$ cat config.mk
export PLATFORM = sky130hd
export DESIGN_NAME = jtag_host
export DESIGN_NICKNAME = d
export VERILOG_FILES = /design/src/rtl/jtag_tap_pkg.sv /design/src/rtl/jtag_host_pkg.sv /design/src/rtl/tap_step_if.sv /design/src/rtl/tck_generator.sv /design/src/rtl/tap_sequencer.sv /design/src/rtl/scan_shifter.sv /design/src/rtl/jtag_host.sv
export VERILOG_INCLUDE_DIRS = /design/src /design/src/rtl
export SDC_FILE = /design/constraint.sdc
export NUM_CORES = 1
export LEC_CHECK = 0
export BUFFER_PORTS_ARGS = -buffer_cell sky130_fd_sc_hd__buf_2
export CAP_MARGIN = 10
export CORE_UTILIZATION = 25
export CTS_BUF_LIST = sky130_fd_sc_hd__clkbuf_4
export CTS_CLUSTER_SIZE = 16
export DETAILED_ROUTE_END_ITERATION = 16
export HOLD_SLACK_MARGIN = 0.02
export PLACE_DENSITY_LB_ADDON = 0.12
export RECOVER_POWER = 100
export SYNTH_ARGS = -nofsm -noshare
export SYNTH_HDL_FRONTEND = slang
export SYNTH_SLANG_ARGS = --single-unit
$ cat constraint.sdc
create_clock -name clk -period 10.2 [get_ports clk]
set_clock_uncertainty 0.1 [all_clocks]
set_input_delay 1.53 -clock clk [delete_from_list [all_inputs] [get_ports clk]]
set_output_delay 1.53 -clock clk [all_outputs]
set_load 0.03 [all_outputs]
$ cat src/rtl/jtag_consts.svh
// Size and clock constants of the JTAG host.
// Include wherever scan widths or the TCK divisor are needed.

`ifndef JTAG_CONSTS_SVH
`define JTAG_CONSTS_SVH

// Widest instruction and data word in bits
`define JTAG_MAX_IR_LEN 32
`define JTAG_MAX_DR_LEN 64

// clk cycles per TCK half period, minus one
`define JTAG_TCK_DIVISOR 7

`endif

$ cat src/rtl/jtag_tap_pkg.sv
// TAP controller state encoding for the JTAG host and the target model.
// Both sides of the link step through these states on TCK rising edges.

package jtag_tap_pkg;

    // The sixteen states of the IEEE 1149.1 TAP controller
    typedef enum logic [3:0]
    {
        TAP_RESET,
        TAP_IDLE,
        TAP_SELECT_DR,
        TAP_CAPTURE_DR,
        TAP_SHIFT_DR,
        TAP_EXIT1_DR,
        TAP_PAUSE_DR,
        TAP_EXIT2_DR,
        TAP_UPDATE_DR,
        TAP_SELECT_IR,
        TAP_CAPTURE_IR,
        TAP_SHIFT_IR,
        TAP_EXIT1_IR,
        TAP_PAUSE_IR,
        TAP_EXIT2_IR,
        TAP_UPDATE_IR
    } tap_state_t;

endpackage

$ cat src/rtl/jtag_host_pkg.sv
// Types for one JTAG scan request, held by the sequencer and read by the shifter.

`include "jtag_consts.svh"

package jtag_host_pkg;

    // Instruction length, 1 to 32 bits
    typedef logic [5:0] ir_len_t;

    // Data length, 1 to 64 bits
    typedef logic [6:0] dr_len_t;

    // One transaction: an IR scan followed by a DR scan
    typedef struct packed
    {
        ir_len_t                      ir_len;
        logic [`JTAG_MAX_IR_LEN-1:0]  ir_bits;
        dr_len_t                      dr_len;
        logic [`JTAG_MAX_DR_LEN-1:0]  dr_bits;
    } scan_request_t;

endpackage

$ cat src/rtl/tap_step_if.sv
// Step signals shared by the three stages of the JTAG host.
// The TCK generator paces the sequencer and shifter, which trade state and last-bit.

`timescale 1ns/1ps

interface tap_step_if;

    // One-cycle strobes in the clk cycle before TCK changes level
    logic tck_rise;
    logic tck_fall;

    // Current TAP controller state
    jtag_tap_pkg::tap_state_t state;

    // High when exactly one bit remains in the current shift
    logic last_bit;

    modport clock_src
    (
        output tck_rise,
        output tck_fall
    );

    modport sequencer
    (
        input  tck_rise,
        input  tck_fall,
        input  last_bit,
        output state
    );

    modport shifter
    (
        input  tck_rise,
        input  tck_fall,
        input  state,
        output last_bit
    );

endinterface

$ cat src/rtl/tck_generator.sv
// Divides clk down to a 50% duty TCK and flags each TCK edge one cycle early.
// The rest of the host runs on clk and acts on these strobes.

`timescale 1ns/1ps

`include "jtag_consts.svh"

module tck_generator
(
    input  logic clk,
    input  logic reset,
    output logic tck,
    tap_step_if.clock_src step
);

    localparam int CNT_W = ($clog2(`JTAG_TCK_DIVISOR + 1) > 0)
        ? $clog2(`JTAG_TCK_DIVISOR + 1) : 1;
    localparam logic [CNT_W-1:0] DIV_LAST = CNT_W'(`JTAG_TCK_DIVISOR);

    logic [CNT_W-1:0] div_count;
    logic             tck_q;
    logic             toggle;

    assign toggle = (div_count == DIV_LAST);

    always_ff @(posedge clk or posedge reset)
    begin
        if (reset)
        begin
            div_count <= '0;
            tck_q     <= 1'b0;
        end
        else if (toggle)
        begin
            div_count <= '0;
            tck_q     <= ~tck_q;
        end
        else
            div_count <= div_count + 1'b1;
    end

    // TCK goes high or low at the end of the cycle that sees the strobe
    assign step.tck_rise = toggle && !tck_q;
    assign step.tck_fall = toggle && tck_q;
    assign tck = tck_q;

endmodule

$ cat src/rtl/tap_sequencer.sv
// Takes one scan request at a time and walks the TAP controller through it.
// TMS is set up on TCK falling edges and the state moves on TCK rising edges.

`timescale 1ns/1ps

`include "jtag_consts.svh"

module tap_sequencer
(
    input  logic                          clk,
    input  logic                          reset,
    input  logic                          start,
    input  jtag_host_pkg::ir_len_t        ir_len,
    input  logic [`JTAG_MAX_IR_LEN-1:0]   ir_value,
    input  jtag_host_pkg::dr_len_t        dr_len,
    input  logic [`JTAG_MAX_DR_LEN-1:0]   dr_value,
    output jtag_host_pkg::scan_request_t  request,
    output logic                          busy,
    output logic                          done,
    output logic                          tms,
    output logic                          trst_n,
    tap_step_if.sequencer                 step
);

    jtag_tap_pkg::tap_state_t state;
    jtag_tap_pkg::tap_state_t state_nxt;
    logic                     tms_nxt;
    logic                     need_ir;
    logic                     need_dr;

    // The request is held for the shifter until the next accepted start
    always_ff @(posedge clk)
    begin
        if (start && !busy)
        begin
            request.ir_len  <= ir_len;
            request.ir_bits <= ir_value;
            request.dr_len  <= dr_len;
            request.dr_bits <= dr_value;
        end
    end

    always_ff @(posedge clk or posedge reset)
    begin
        if (reset)
        begin
            state   <= jtag_tap_pkg::TAP_RESET;
            tms     <= 1'b1;
            busy    <= 1'b0;
            done    <= 1'b0;
            need_ir <= 1'b0;
            need_dr <= 1'b0;
        end
        else
        begin
            done <= step.tck_rise && state == jtag_tap_pkg::TAP_UPDATE_DR;

            if (start && !busy)
                busy <= 1'b1;

            if (step.tck_fall)
                tms <= tms_nxt;

            if (step.tck_rise)
            begin
                state <= state_nxt;

                // Arming on an Idle rise keeps TMS low for that rise, so the
                // walk always begins with one Idle step after start
                if (busy && state == jtag_tap_pkg::TAP_IDLE)
                begin
                    need_ir <= 1'b1;
                    need_dr <= 1'b1;
                end

                if (state == jtag_tap_pkg::TAP_UPDATE_IR)
                    need_ir <= 1'b0;

                if (state == jtag_tap_pkg::TAP_UPDATE_DR)
                begin
                    need_dr <= 1'b0;
                    busy    <= 1'b0;
                end
            end
        end
    end

    // Shortest legal path: IR scan first, then DR scan, then back to Idle
    always_comb
    begin
        state_nxt = state;
        tms_nxt   = 1'b0;
        case (state)
            jtag_tap_pkg::TAP_RESET:
                state_nxt = jtag_tap_pkg::TAP_IDLE;
            jtag_tap_pkg::TAP_IDLE:
            begin
                if (need_ir || need_dr)
                begin
                    state_nxt = jtag_tap_pkg::TAP_SELECT_DR;
                    tms_nxt   = 1'b1;
                end
            end
            jtag_tap_pkg::TAP_SELECT_DR:
            begin
                if (need_ir)
                begin
                    state_nxt = jtag_tap_pkg::TAP_SELECT_IR;
                    tms_nxt   = 1'b1;
                end
                else
                    state_nxt = jtag_tap_pkg::TAP_CAPTURE_DR;
            end
            jtag_tap_pkg::TAP_CAPTURE_DR:
                state_nxt = jtag_tap_pkg::TAP_SHIFT_DR;
            jtag_tap_pkg::TAP_SHIFT_DR:
            begin
                if (step.last_bit)
                begin
                    state_nxt = jtag_tap_pkg::TAP_EXIT1_DR;
                    tms_nxt   = 1'b1;
                end
            end
            jtag_tap_pkg::TAP_EXIT1_DR,
            jtag_tap_pkg::TAP_EXIT2_DR:
            begin
                state_nxt = jtag_tap_pkg::TAP_UPDATE_DR;
                tms_nxt   = 1'b1;
            end
            jtag_tap_pkg::TAP_PAUSE_DR:
            begin
                state_nxt = jtag_tap_pkg::TAP_EXIT2_DR;
                tms_nxt   = 1'b1;
            end
            jtag_tap_pkg::TAP_UPDATE_DR:
                state_nxt = jtag_tap_pkg::TAP_IDLE;
            jtag_tap_pkg::TAP_SELECT_IR:
                state_nxt = jtag_tap_pkg::TAP_CAPTURE_IR;
            jtag_tap_pkg::TAP_CAPTURE_IR:
                state_nxt = jtag_tap_pkg::TAP_SHIFT_IR;
            jtag_tap_pkg::TAP_SHIFT_IR:
            begin
                if (step.last_bit)
                begin
                    state_nxt = jtag_tap_pkg::TAP_EXIT1_IR;
                    tms_nxt   = 1'b1;
                end
            end
            jtag_tap_pkg::TAP_EXIT1_IR,
            jtag_tap_pkg::TAP_EXIT2_IR:
            begin
                state_nxt = jtag_tap_pkg::TAP_UPDATE_IR;
                tms_nxt   = 1'b1;
            end
            jtag_tap_pkg::TAP_PAUSE_IR:
            begin
                state_nxt = jtag_tap_pkg::TAP_EXIT2_IR;
                tms_nxt   = 1'b1;
            end
            jtag_tap_pkg::TAP_UPDATE_IR:
            begin
                if (need_dr)
                begin
                    state_nxt = jtag_tap_pkg::TAP_SELECT_DR;
                    tms_nxt   = 1'b1;
                end
                else
                    state_nxt = jtag_tap_pkg::TAP_IDLE;
            end
            default:
            begin
                state_nxt = jtag_tap_pkg::TAP_RESET;
                tms_nxt   = 1'b1;
            end
        endcase
    end

    // The target is held in reset while the host sits in Test-Logic-Reset
    assign trst_n = (state != jtag_tap_pkg::TAP_RESET);
    assign step.state = state;

endmodule

$ cat src/rtl/scan_shifter.sv
// Shifts the IR and DR bits of a request out on TDI and collects TDO.
// One shift register serves both scans; the results are kept per register.

`timescale 1ns/1ps

`include "jtag_consts.svh"

module scan_shifter
(
    input  logic                          clk,
    input  logic                          reset,
    input  jtag_host_pkg::scan_request_t  request,
    input  logic                          tdo,
    output logic                          tdi,
    output logic [`JTAG_MAX_IR_LEN-1:0]   ir_captured,
    output logic [`JTAG_MAX_DR_LEN-1:0]   dr_captured,
    tap_step_if.shifter                   step
);

    localparam int IR_W = `JTAG_MAX_IR_LEN;
    localparam int DR_W = `JTAG_MAX_DR_LEN;

    logic [DR_W-1:0]         shift_reg;
    logic [DR_W-1:0]         ir_load;
    logic [DR_W-1:0]         dr_load;
    jtag_host_pkg::dr_len_t  remaining;
    jtag_host_pkg::dr_len_t  cur_len;

    // Bits above the length are cleared so they read back as zero
    assign ir_load = DR_W'(request.ir_bits & ({IR_W{1'b1}} >> (IR_W - request.ir_len)));
    assign dr_load = request.dr_bits & ({DR_W{1'b1}} >> (DR_W - request.dr_len));

    assign cur_len = (step.state == jtag_tap_pkg::TAP_SHIFT_IR)
        ? jtag_host_pkg::dr_len_t'(request.ir_len) : request.dr_len;

    always_ff @(posedge clk or posedge reset)
    begin
        if (reset)
            remaining <= '0;
        else if (step.tck_rise)
        begin
            case (step.state)
                jtag_tap_pkg::TAP_CAPTURE_IR:
                    remaining <= jtag_host_pkg::dr_len_t'(request.ir_len);
                jtag_tap_pkg::TAP_CAPTURE_DR:
                    remaining <= request.dr_len;
                jtag_tap_pkg::TAP_SHIFT_IR,
                jtag_tap_pkg::TAP_SHIFT_DR:
                    remaining <= remaining - 1'b1;
                default:
                    remaining <= remaining;
            endcase
        end
    end

    always_ff @(posedge clk)
    begin
        if (step.tck_rise)
        begin
            case (step.state)
                jtag_tap_pkg::TAP_CAPTURE_IR:
                    shift_reg <= ir_load;
                jtag_tap_pkg::TAP_CAPTURE_DR:
                    shift_reg <= dr_load;
                // TDO enters at the top of the active length, LSB first
                jtag_tap_pkg::TAP_SHIFT_IR,
                jtag_tap_pkg::TAP_SHIFT_DR:
                    shift_reg <= (shift_reg >> 1) | (DR_W'(tdo) << (cur_len - 1));
                jtag_tap_pkg::TAP_EXIT1_IR:
                    ir_captured <= shift_reg[IR_W-1:0];
                jtag_tap_pkg::TAP_EXIT1_DR:
                    dr_captured <= shift_reg;
                default:
                    shift_reg <= shift_reg;
            endcase
        end
    end

    // TDI changes on the falling edge so it is stable at the next rise
    always_ff @(posedge clk or posedge reset)
    begin
        if (reset)
            tdi <= 1'b0;
        else if (step.tck_fall)
            tdi <= shift_reg[0];
    end

    assign step.last_bit = (remaining == 7'd1);

endmodule

$ cat src/rtl/jtag_host.sv
// JTAG host top level. A start strobe runs one IR scan and one DR scan
// on the TAP pins and returns the captured bits with a done pulse.

`timescale 1ns/1ps

`include "jtag_consts.svh"

module jtag_host
(
    input  logic                         clk,
    input  logic                         reset,
    input  logic                         start,
    input  jtag_host_pkg::ir_len_t       ir_len,
    input  logic [`JTAG_MAX_IR_LEN-1:0]  ir_value,
    input  jtag_host_pkg::dr_len_t       dr_len,
    input  logic [`JTAG_MAX_DR_LEN-1:0]  dr_value,
    output logic                         busy,
    output logic                         done,
    output logic [`JTAG_MAX_IR_LEN-1:0]  ir_captured,
    output logic [`JTAG_MAX_DR_LEN-1:0]  dr_captured,
    output logic                         tck,
    output logic                         tms,
    output logic                         tdi,
    output logic                         trst_n,
    input  logic                         tdo
);

    jtag_host_pkg::scan_request_t request;

    tap_step_if step_if();

    tck_generator i_tck_generator
    (
        .clk    (clk),
        .reset  (reset),
        .tck    (tck),
        .step   (step_if.clock_src)
    );

    tap_sequencer i_tap_sequencer
    (
        .clk      (clk),
        .reset    (reset),
        .start    (start),
        .ir_len   (ir_len),
        .ir_value (ir_value),
        .dr_len   (dr_len),
        .dr_value (dr_value),
        .request  (request),
        .busy     (busy),
        .done     (done),
        .tms      (tms),
        .trst_n   (trst_n),
        .step     (step_if.sequencer)
    );

    scan_shifter i_scan_shifter
    (
        .clk         (clk),
        .reset       (reset),
        .request     (request),
        .tdo         (tdo),
        .tdi         (tdi),
        .ir_captured (ir_captured),
        .dr_captured (dr_captured),
        .step        (step_if.shifter)
    );

endmodule

## Word level (Yosys, flattened, before mapping)

Cells that the tools add are included.

- Register bits: 290
- Latch bits: 0
- Bits in writable memories: 0
- Memory bits (read-only): 0
- Bits of input ports: 113
- Output and inout port bits: 102
- Word-level logic and storage cells: 94
- Memories: 0

- Add/subtract/negate cells: 5
- $mul: 0
- Div/mod/pow operators: 0
- $lt $le $gt $ge: 0
- Eq/ne operators: 20
- Shift operators: 3
- Multiplexer cells: 21
- Bitwise operators: 4
- Reduce and logical (&&, ||, !) cells: 24

Operators with widths:

| kind | number |
|---|---|
| $pmux W64 S3 | 1 |
| $and A32 B64 Y64 | 1 |
| $and A64 B64 Y64 | 1 |
| $or A63 B64 Y64 | 1 |
| $shl A1 B32 Y64 | 1 |
| $shr A32 B32 Y64 const A | 1 |
| $shr A64 B32 Y64 const A | 1 |
| $pmux W4 S13 | 1 |
| $eq A4 B4 Y1 const B | 8 |
| $pmux W7 S3 | 1 |
| $eq A4 B3 Y1 const B | 4 |
| $mux W4 | 4 |
| $mux W1 | 10 |
| $reduce_and A2 Y1 | 5 |
| $eq A4 B2 Y1 const B | 2 |
| $reduce_or A2 Y1 | 4 |
| $sub A7 B1 Y8 const B | 1 |
| $sub A7 B7 Y8 const A | 1 |
| $eq A7 B1 Y1 const B | 1 |
| $mux W7 | 1 |
| $sub A6 B6 Y7 const A | 1 |
| $sub A7 B1 Y7 const B | 1 |
| $reduce_or A6 Y1 | 1 |
| $logic_and A1 B1 Y1 | 5 |
| 16 further kinds | 19 |

## Logic depth before layout (Yosys ltp)

- Depth in word-level cells: 6
- Gate-level depth with buffers: 15
- Depth with buffers taken out: 10

## Hierarchy

Synthesis repeated with hierarchy kept, for this count alone.

- Cell total of the unflattened synthesis: 943
- Area, all modules: 12604.6 um2

Modules (own cells, without submodules):

| module | times used | cells an instance | area an instance (um2) | sequential area each (um2) |
|---|---|---|---|---|
| scan_shifter | 1 | 757 | 8602.0 | 5004.8 |
| tap_sequencer | 1 | 175 | 3844.9 | 3499.6 |
| tck_generator | 1 | 11 | 157.7 | 100.1 |

## Worst setup path after synthesis

Ideal clock, no wire load.

- Kind: reg-to-reg
- Start point: reg i_tap_sequencer.state[0], in the netlist i_tap_sequencer.step.state[0]
- End point: reg i_scan_shifter.dr_captured[0], enable pin
- Library setup time: 0.667 ns
- Arrival: 7.597 ns
- Data required time: 9.433 ns
- Setup slack: 1.836 ns
- Stages on the path, launching flop included: 4
- Path buffers: 2
- Period minus slack after synthesis: 8.364 ns
- Path through: dfrtp_1 > clkbuf_1 > clkbuf_1 > nor4b_1

- Word-level cells in the longest chain between the ends: 2

RTL lines:

| what | line | source |
|---|---|---|
| start, declared | tap_sequencer.sv:25 | `jtag_tap_pkg::tap_state_t state;` |
| start signal, assigned | tap_sequencer.sv:47 | `state <= jtag_tap_pkg::TAP_RESET;` |
| start signal, assigned | tap_sequencer.sv:66 | `state <= state_nxt;` |
| $eq A4 B3 Y1 | scan_shifter.sv:60 | `case (step.state)` |
| $reduce_and A2 Y1 (no line) | - |  |
| end signal, assigned | scan_shifter.sv:72 | `dr_captured <= shift_reg;` |
| end, declared | scan_shifter.sv:16 | `` output logic [`JTAG_MAX_DR_LEN-1:0] dr_captured, `` |

Every way passes these cells.
A chain may end at the register's enable or synchronous reset.

## Worst setup path after layout

- Start point: in start
- End point: reg, netlist name i_tap_sequencer.request[89]

- Word-level cells in the longest chain between the ends: 1

RTL lines:

| what | line | source |
|---|---|---|
| start, declared | jtag_host.sv:12 | `input logic start,` |
| $logic_and A1 B1 Y1 | tap_sequencer.sv:34 | `if (start && !busy)` |

Every way passes these cells.

==> out/qor.yml <==
placement:
  gp_congestion: 0.887
  portBuffers: 214
  hpwl_um: 34500
clocking:
  clk_latency_ns: 0.82
  hold_buffers: 0
  post_cts_buffers: 0
  htreeDepth: 3
  clockBufferDepth: 3
  clk_pin_slew_ns: 0.06
  clockRootBuffer: "clkbuf_4"
  numCtsBuffers: 80
  ctsResizeCount: 0
  cts_sinks: 290
  cts_tree: "done"
die:
  num_rows: 83
  initial_utilization_pct: 25.3
  fp.dieH_um: 230
  fp.dieW_um: 230
  core_area_sq_um: 51400
  io_pins: 215
  die-area_sq_um: 53000
yosys:
  async_flop_share_pct: 7.24
  synth_edf_count: 269
  synth-main-ff-cell: "edfxtp_1"
  synth.avg_cell_area_sq_um: 12.9
  syn-cell-area_sq_um: 13000
  synth.top_cell.area_share_pct: 62.1
  syn_nets: 1132
  synth-seq-cells: 290
  synth.distinct_cells: 88
  yosys.area.top_type: "edfxtp_1"
  yosysSeqAreaShare_pct: 66.1
  yosysWarnings: 0
  synth_cells: 1012
  synth_area_leaders: "edfxtp_1 62%, dfrtp_1 3.8%, o21ai_0 2.4%"
global_route:
  use_met3_pct: 3.70
  met2_usage_pct: 29.8
  grt_pass1_wl_um: 69200
  grt_pass1_vias: 9784
  grt_usage_pct: 18.1
  antenna_found_initial: 4
  grt_busiest_layer: "met2"
  grt_max_degree: 71
  grt_overflow: 0
  grt.met1_usage_pct: 23.5
worst_setup_path:
  crit_path_max_incr_delay_ns: 2.51
  worst_setup_path_end_kind: "flop"
  path_delay_family: "buffers and inverters"
  path_max_fanout: 59
  cp_cell_sequence: "buf_2 -> nor2b_1 -> clkbuf_1 -> clkbuf_1"
  slowest_stage: "clkbuf_1"
  crit_type: "in -> reg"
  critical_path_required_ns: 10.41
  start_kind: "primary input"
  path_buf_inv: 3
  cp.arrival_ns: 6.63
  crit_top_cell: "clkbuf_1"
route:
  drc_errors: 0
  vias_per_cell: 5.05
  avgRoutedWirePerCell_um: 24.2
  drt_pre_antenna_iters: 5
  antenna_left: 0
  drtIter0Drc: 725
  wirelength_um: 48300
  route.vias.total: 10080
hold_path:
  hp-class: "reg -> reg"
sta:
  fmax_ghz: 0.156
  max_slew.worst_pin.slew_ns: 4.33
  fin_crit_ns: 6.42
  relSlewSlack_pct: -188
  setup_violations: 0
  finalSetupTns_ns: 0
  rsz0062_at_grt: "no"
  timing.final.crit_share_pct: 62.9
  hold_violations: 0
  final_max_slew_viol_count: 350
run:
  max-cap-violations: 7
power:
  p_leak_nw: 5.23
  ir_drop_uv: 52.4
  p_per_area_nw_per_um2: 151
cells_and_area:
  fin_nets: 1377
  drive_gt1_share_pct: 18.9
  largest_reg_flops: 109
  nFillCells: 5396
  fin_util_pct: 30.3
  area_growth_pct: 19.6
outcome:
  violations: "capacitance limit, slew limit"
  status: "finished with violations"
## stage by stage
stage,area (sq um),std cells,setup slack (ns),total power [mW],hold slack (ns)
after detailed placement,14800,1855,6.10,1.34,0.323
final,15600,1997,3.78,2.36,0.324
after global placement,14800,1855,6.13,1.34,0.312
after floorplan,13000,1012,1.84,1.32,0.303
after global routing,15600,1997,3.28,2.46,0.343
after CTS,15800,1993,6.11,2.40,0.331
## synthesized netlist by cell type, drive strengths merged, types with 4 or more instances
| cell | n |
|---|---|
| a21oi | 39 |
| xnor2 | 4 |
| and3 | 6 |
| nor3 | 19 |
| nor4 | 5 |
| a32oi | 34 |
| dfrtp | 20 |
| a221oi | 4 |
| o221ai | 6 |
| nor2 | 52 |
| o21a | 7 |
| nor3b | 5 |
| nand2 | 82 |
| ha | 7 |
| a21boi | 4 |
| o31ai | 12 |
| a221o | 5 |
| a22oi | 14 |
| nand4 | 4 |
| edfxtp | 269 |
| clkbuf | 41 |
| a31oi | 15 |
| inv | 21 |
| nand2b | 24 |
| xor2 | 4 |
| a21o | 5 |
| nor4b | 6 |
| or3 | 5 |
| o21ai | 87 |
| a2111oi | 5 |
| and2 | 10 |
| a211oi | 10 |
| a32o | 6 |
| buf | 24 |
| o22ai | 9 |
| o211ai | 26 |
| nand3 | 37 |
| nor2b | 15 |
| or4 | 5 |
| o2111ai | 6 |
## placed cells by master (no fill, tap or decap), types with 7 or more instances in the layout
cell type    n
a211oi_1    10
dfrtp_1     20
nand2_1     78
nand3_1     37
nand2b_1    24
clkinv_1    15
a32oi_1     34
o211ai_1    26
clkbuf_4   116
edfxtp_1   269
a21oi_1     38
a31oi_1     15
buf_2       87
clkbuf_1   135
ha_1         7
a22oi_1     14
and2_1       8
inv_1       20
nor2_1      49
o22ai_1      9
o21ai_0     80
nor3_1      16
o21a_1       7
o31ai_1     12
nor2b_1     15
## routing by layer
layer  vias up  routed length (um)
met4         4                1080
li1       4563                   -
met3        72                2730
met1      5025               20800
met2       416               23800
met5         -                  16
## logic make-up (layout without fill, tap and decap cells)
logic type | Yosys count | in the layout | synth area share [%]
AOI/OAI and AO/OA | 322 | 322 | 17.3
buffers and inverters | 86 | 387 | 2.79
DFF | 290 | 290 | 66.1
xor gates and xnor gates | 8 | 8 | 0.538
other | 0 | 4 | 0
muxes | 2 | 2 | 0.163
adders and majority gates | 7 | 7 | 0.673
and+or+nand+nor | 297 | 297 | 12.4
## cell type report
class	instances	area, sq um	share of cell area, %
repair buffers	228	987	6.34
multi-input cells	636	4050	26.0
flip-flops and latches	290	8600	55.3
diodes	4	10.0	0.0643
well taps	680	851	5.46
clock inverters	22	121	0.779
inverters	21	78.8	0.506
clock buffers	116	871	5.59
## worst reg2reg max path, delay by kind of cell (launching register included)
family | cells | cell delay [ns]
flops | 1 | 0.41
simple gates | 1 | 0.12
buf+inv | 2 | 4.82
## path summary, 6_finish.rpt
check,start,to,slack [ns],cells after the start
setup / recovery,start,i_tap_sequencer.request[89],3.78,4
hold / removal,i_tck_generator.div_count[0],i_tck_generator.div_count[0],0.32,1
setup reg to reg,i_tap_sequencer.busy,i_tap_sequencer.request[89],4.19,3
hold reg to reg,i_tck_generator.div_count[0],i_tck_generator.div_count[0],0.32,1
max in group asynchronous,reset,i_scan_shifter.remaining[3],8.66,2
min in group asynchronous,reset,i_tck_generator.div_count[1],0.80,2
## report_power, final
part	switching [mW]	total (mW)	internal [mW]
logic	0.0122	0.0261	0.0140
clock network	0.498	1.04	0.546
registers	0.00000000000000139	1.29	1.29
total	0.510	2.36	1.85
Note: power is estimated with default switching activity, not from simulation.
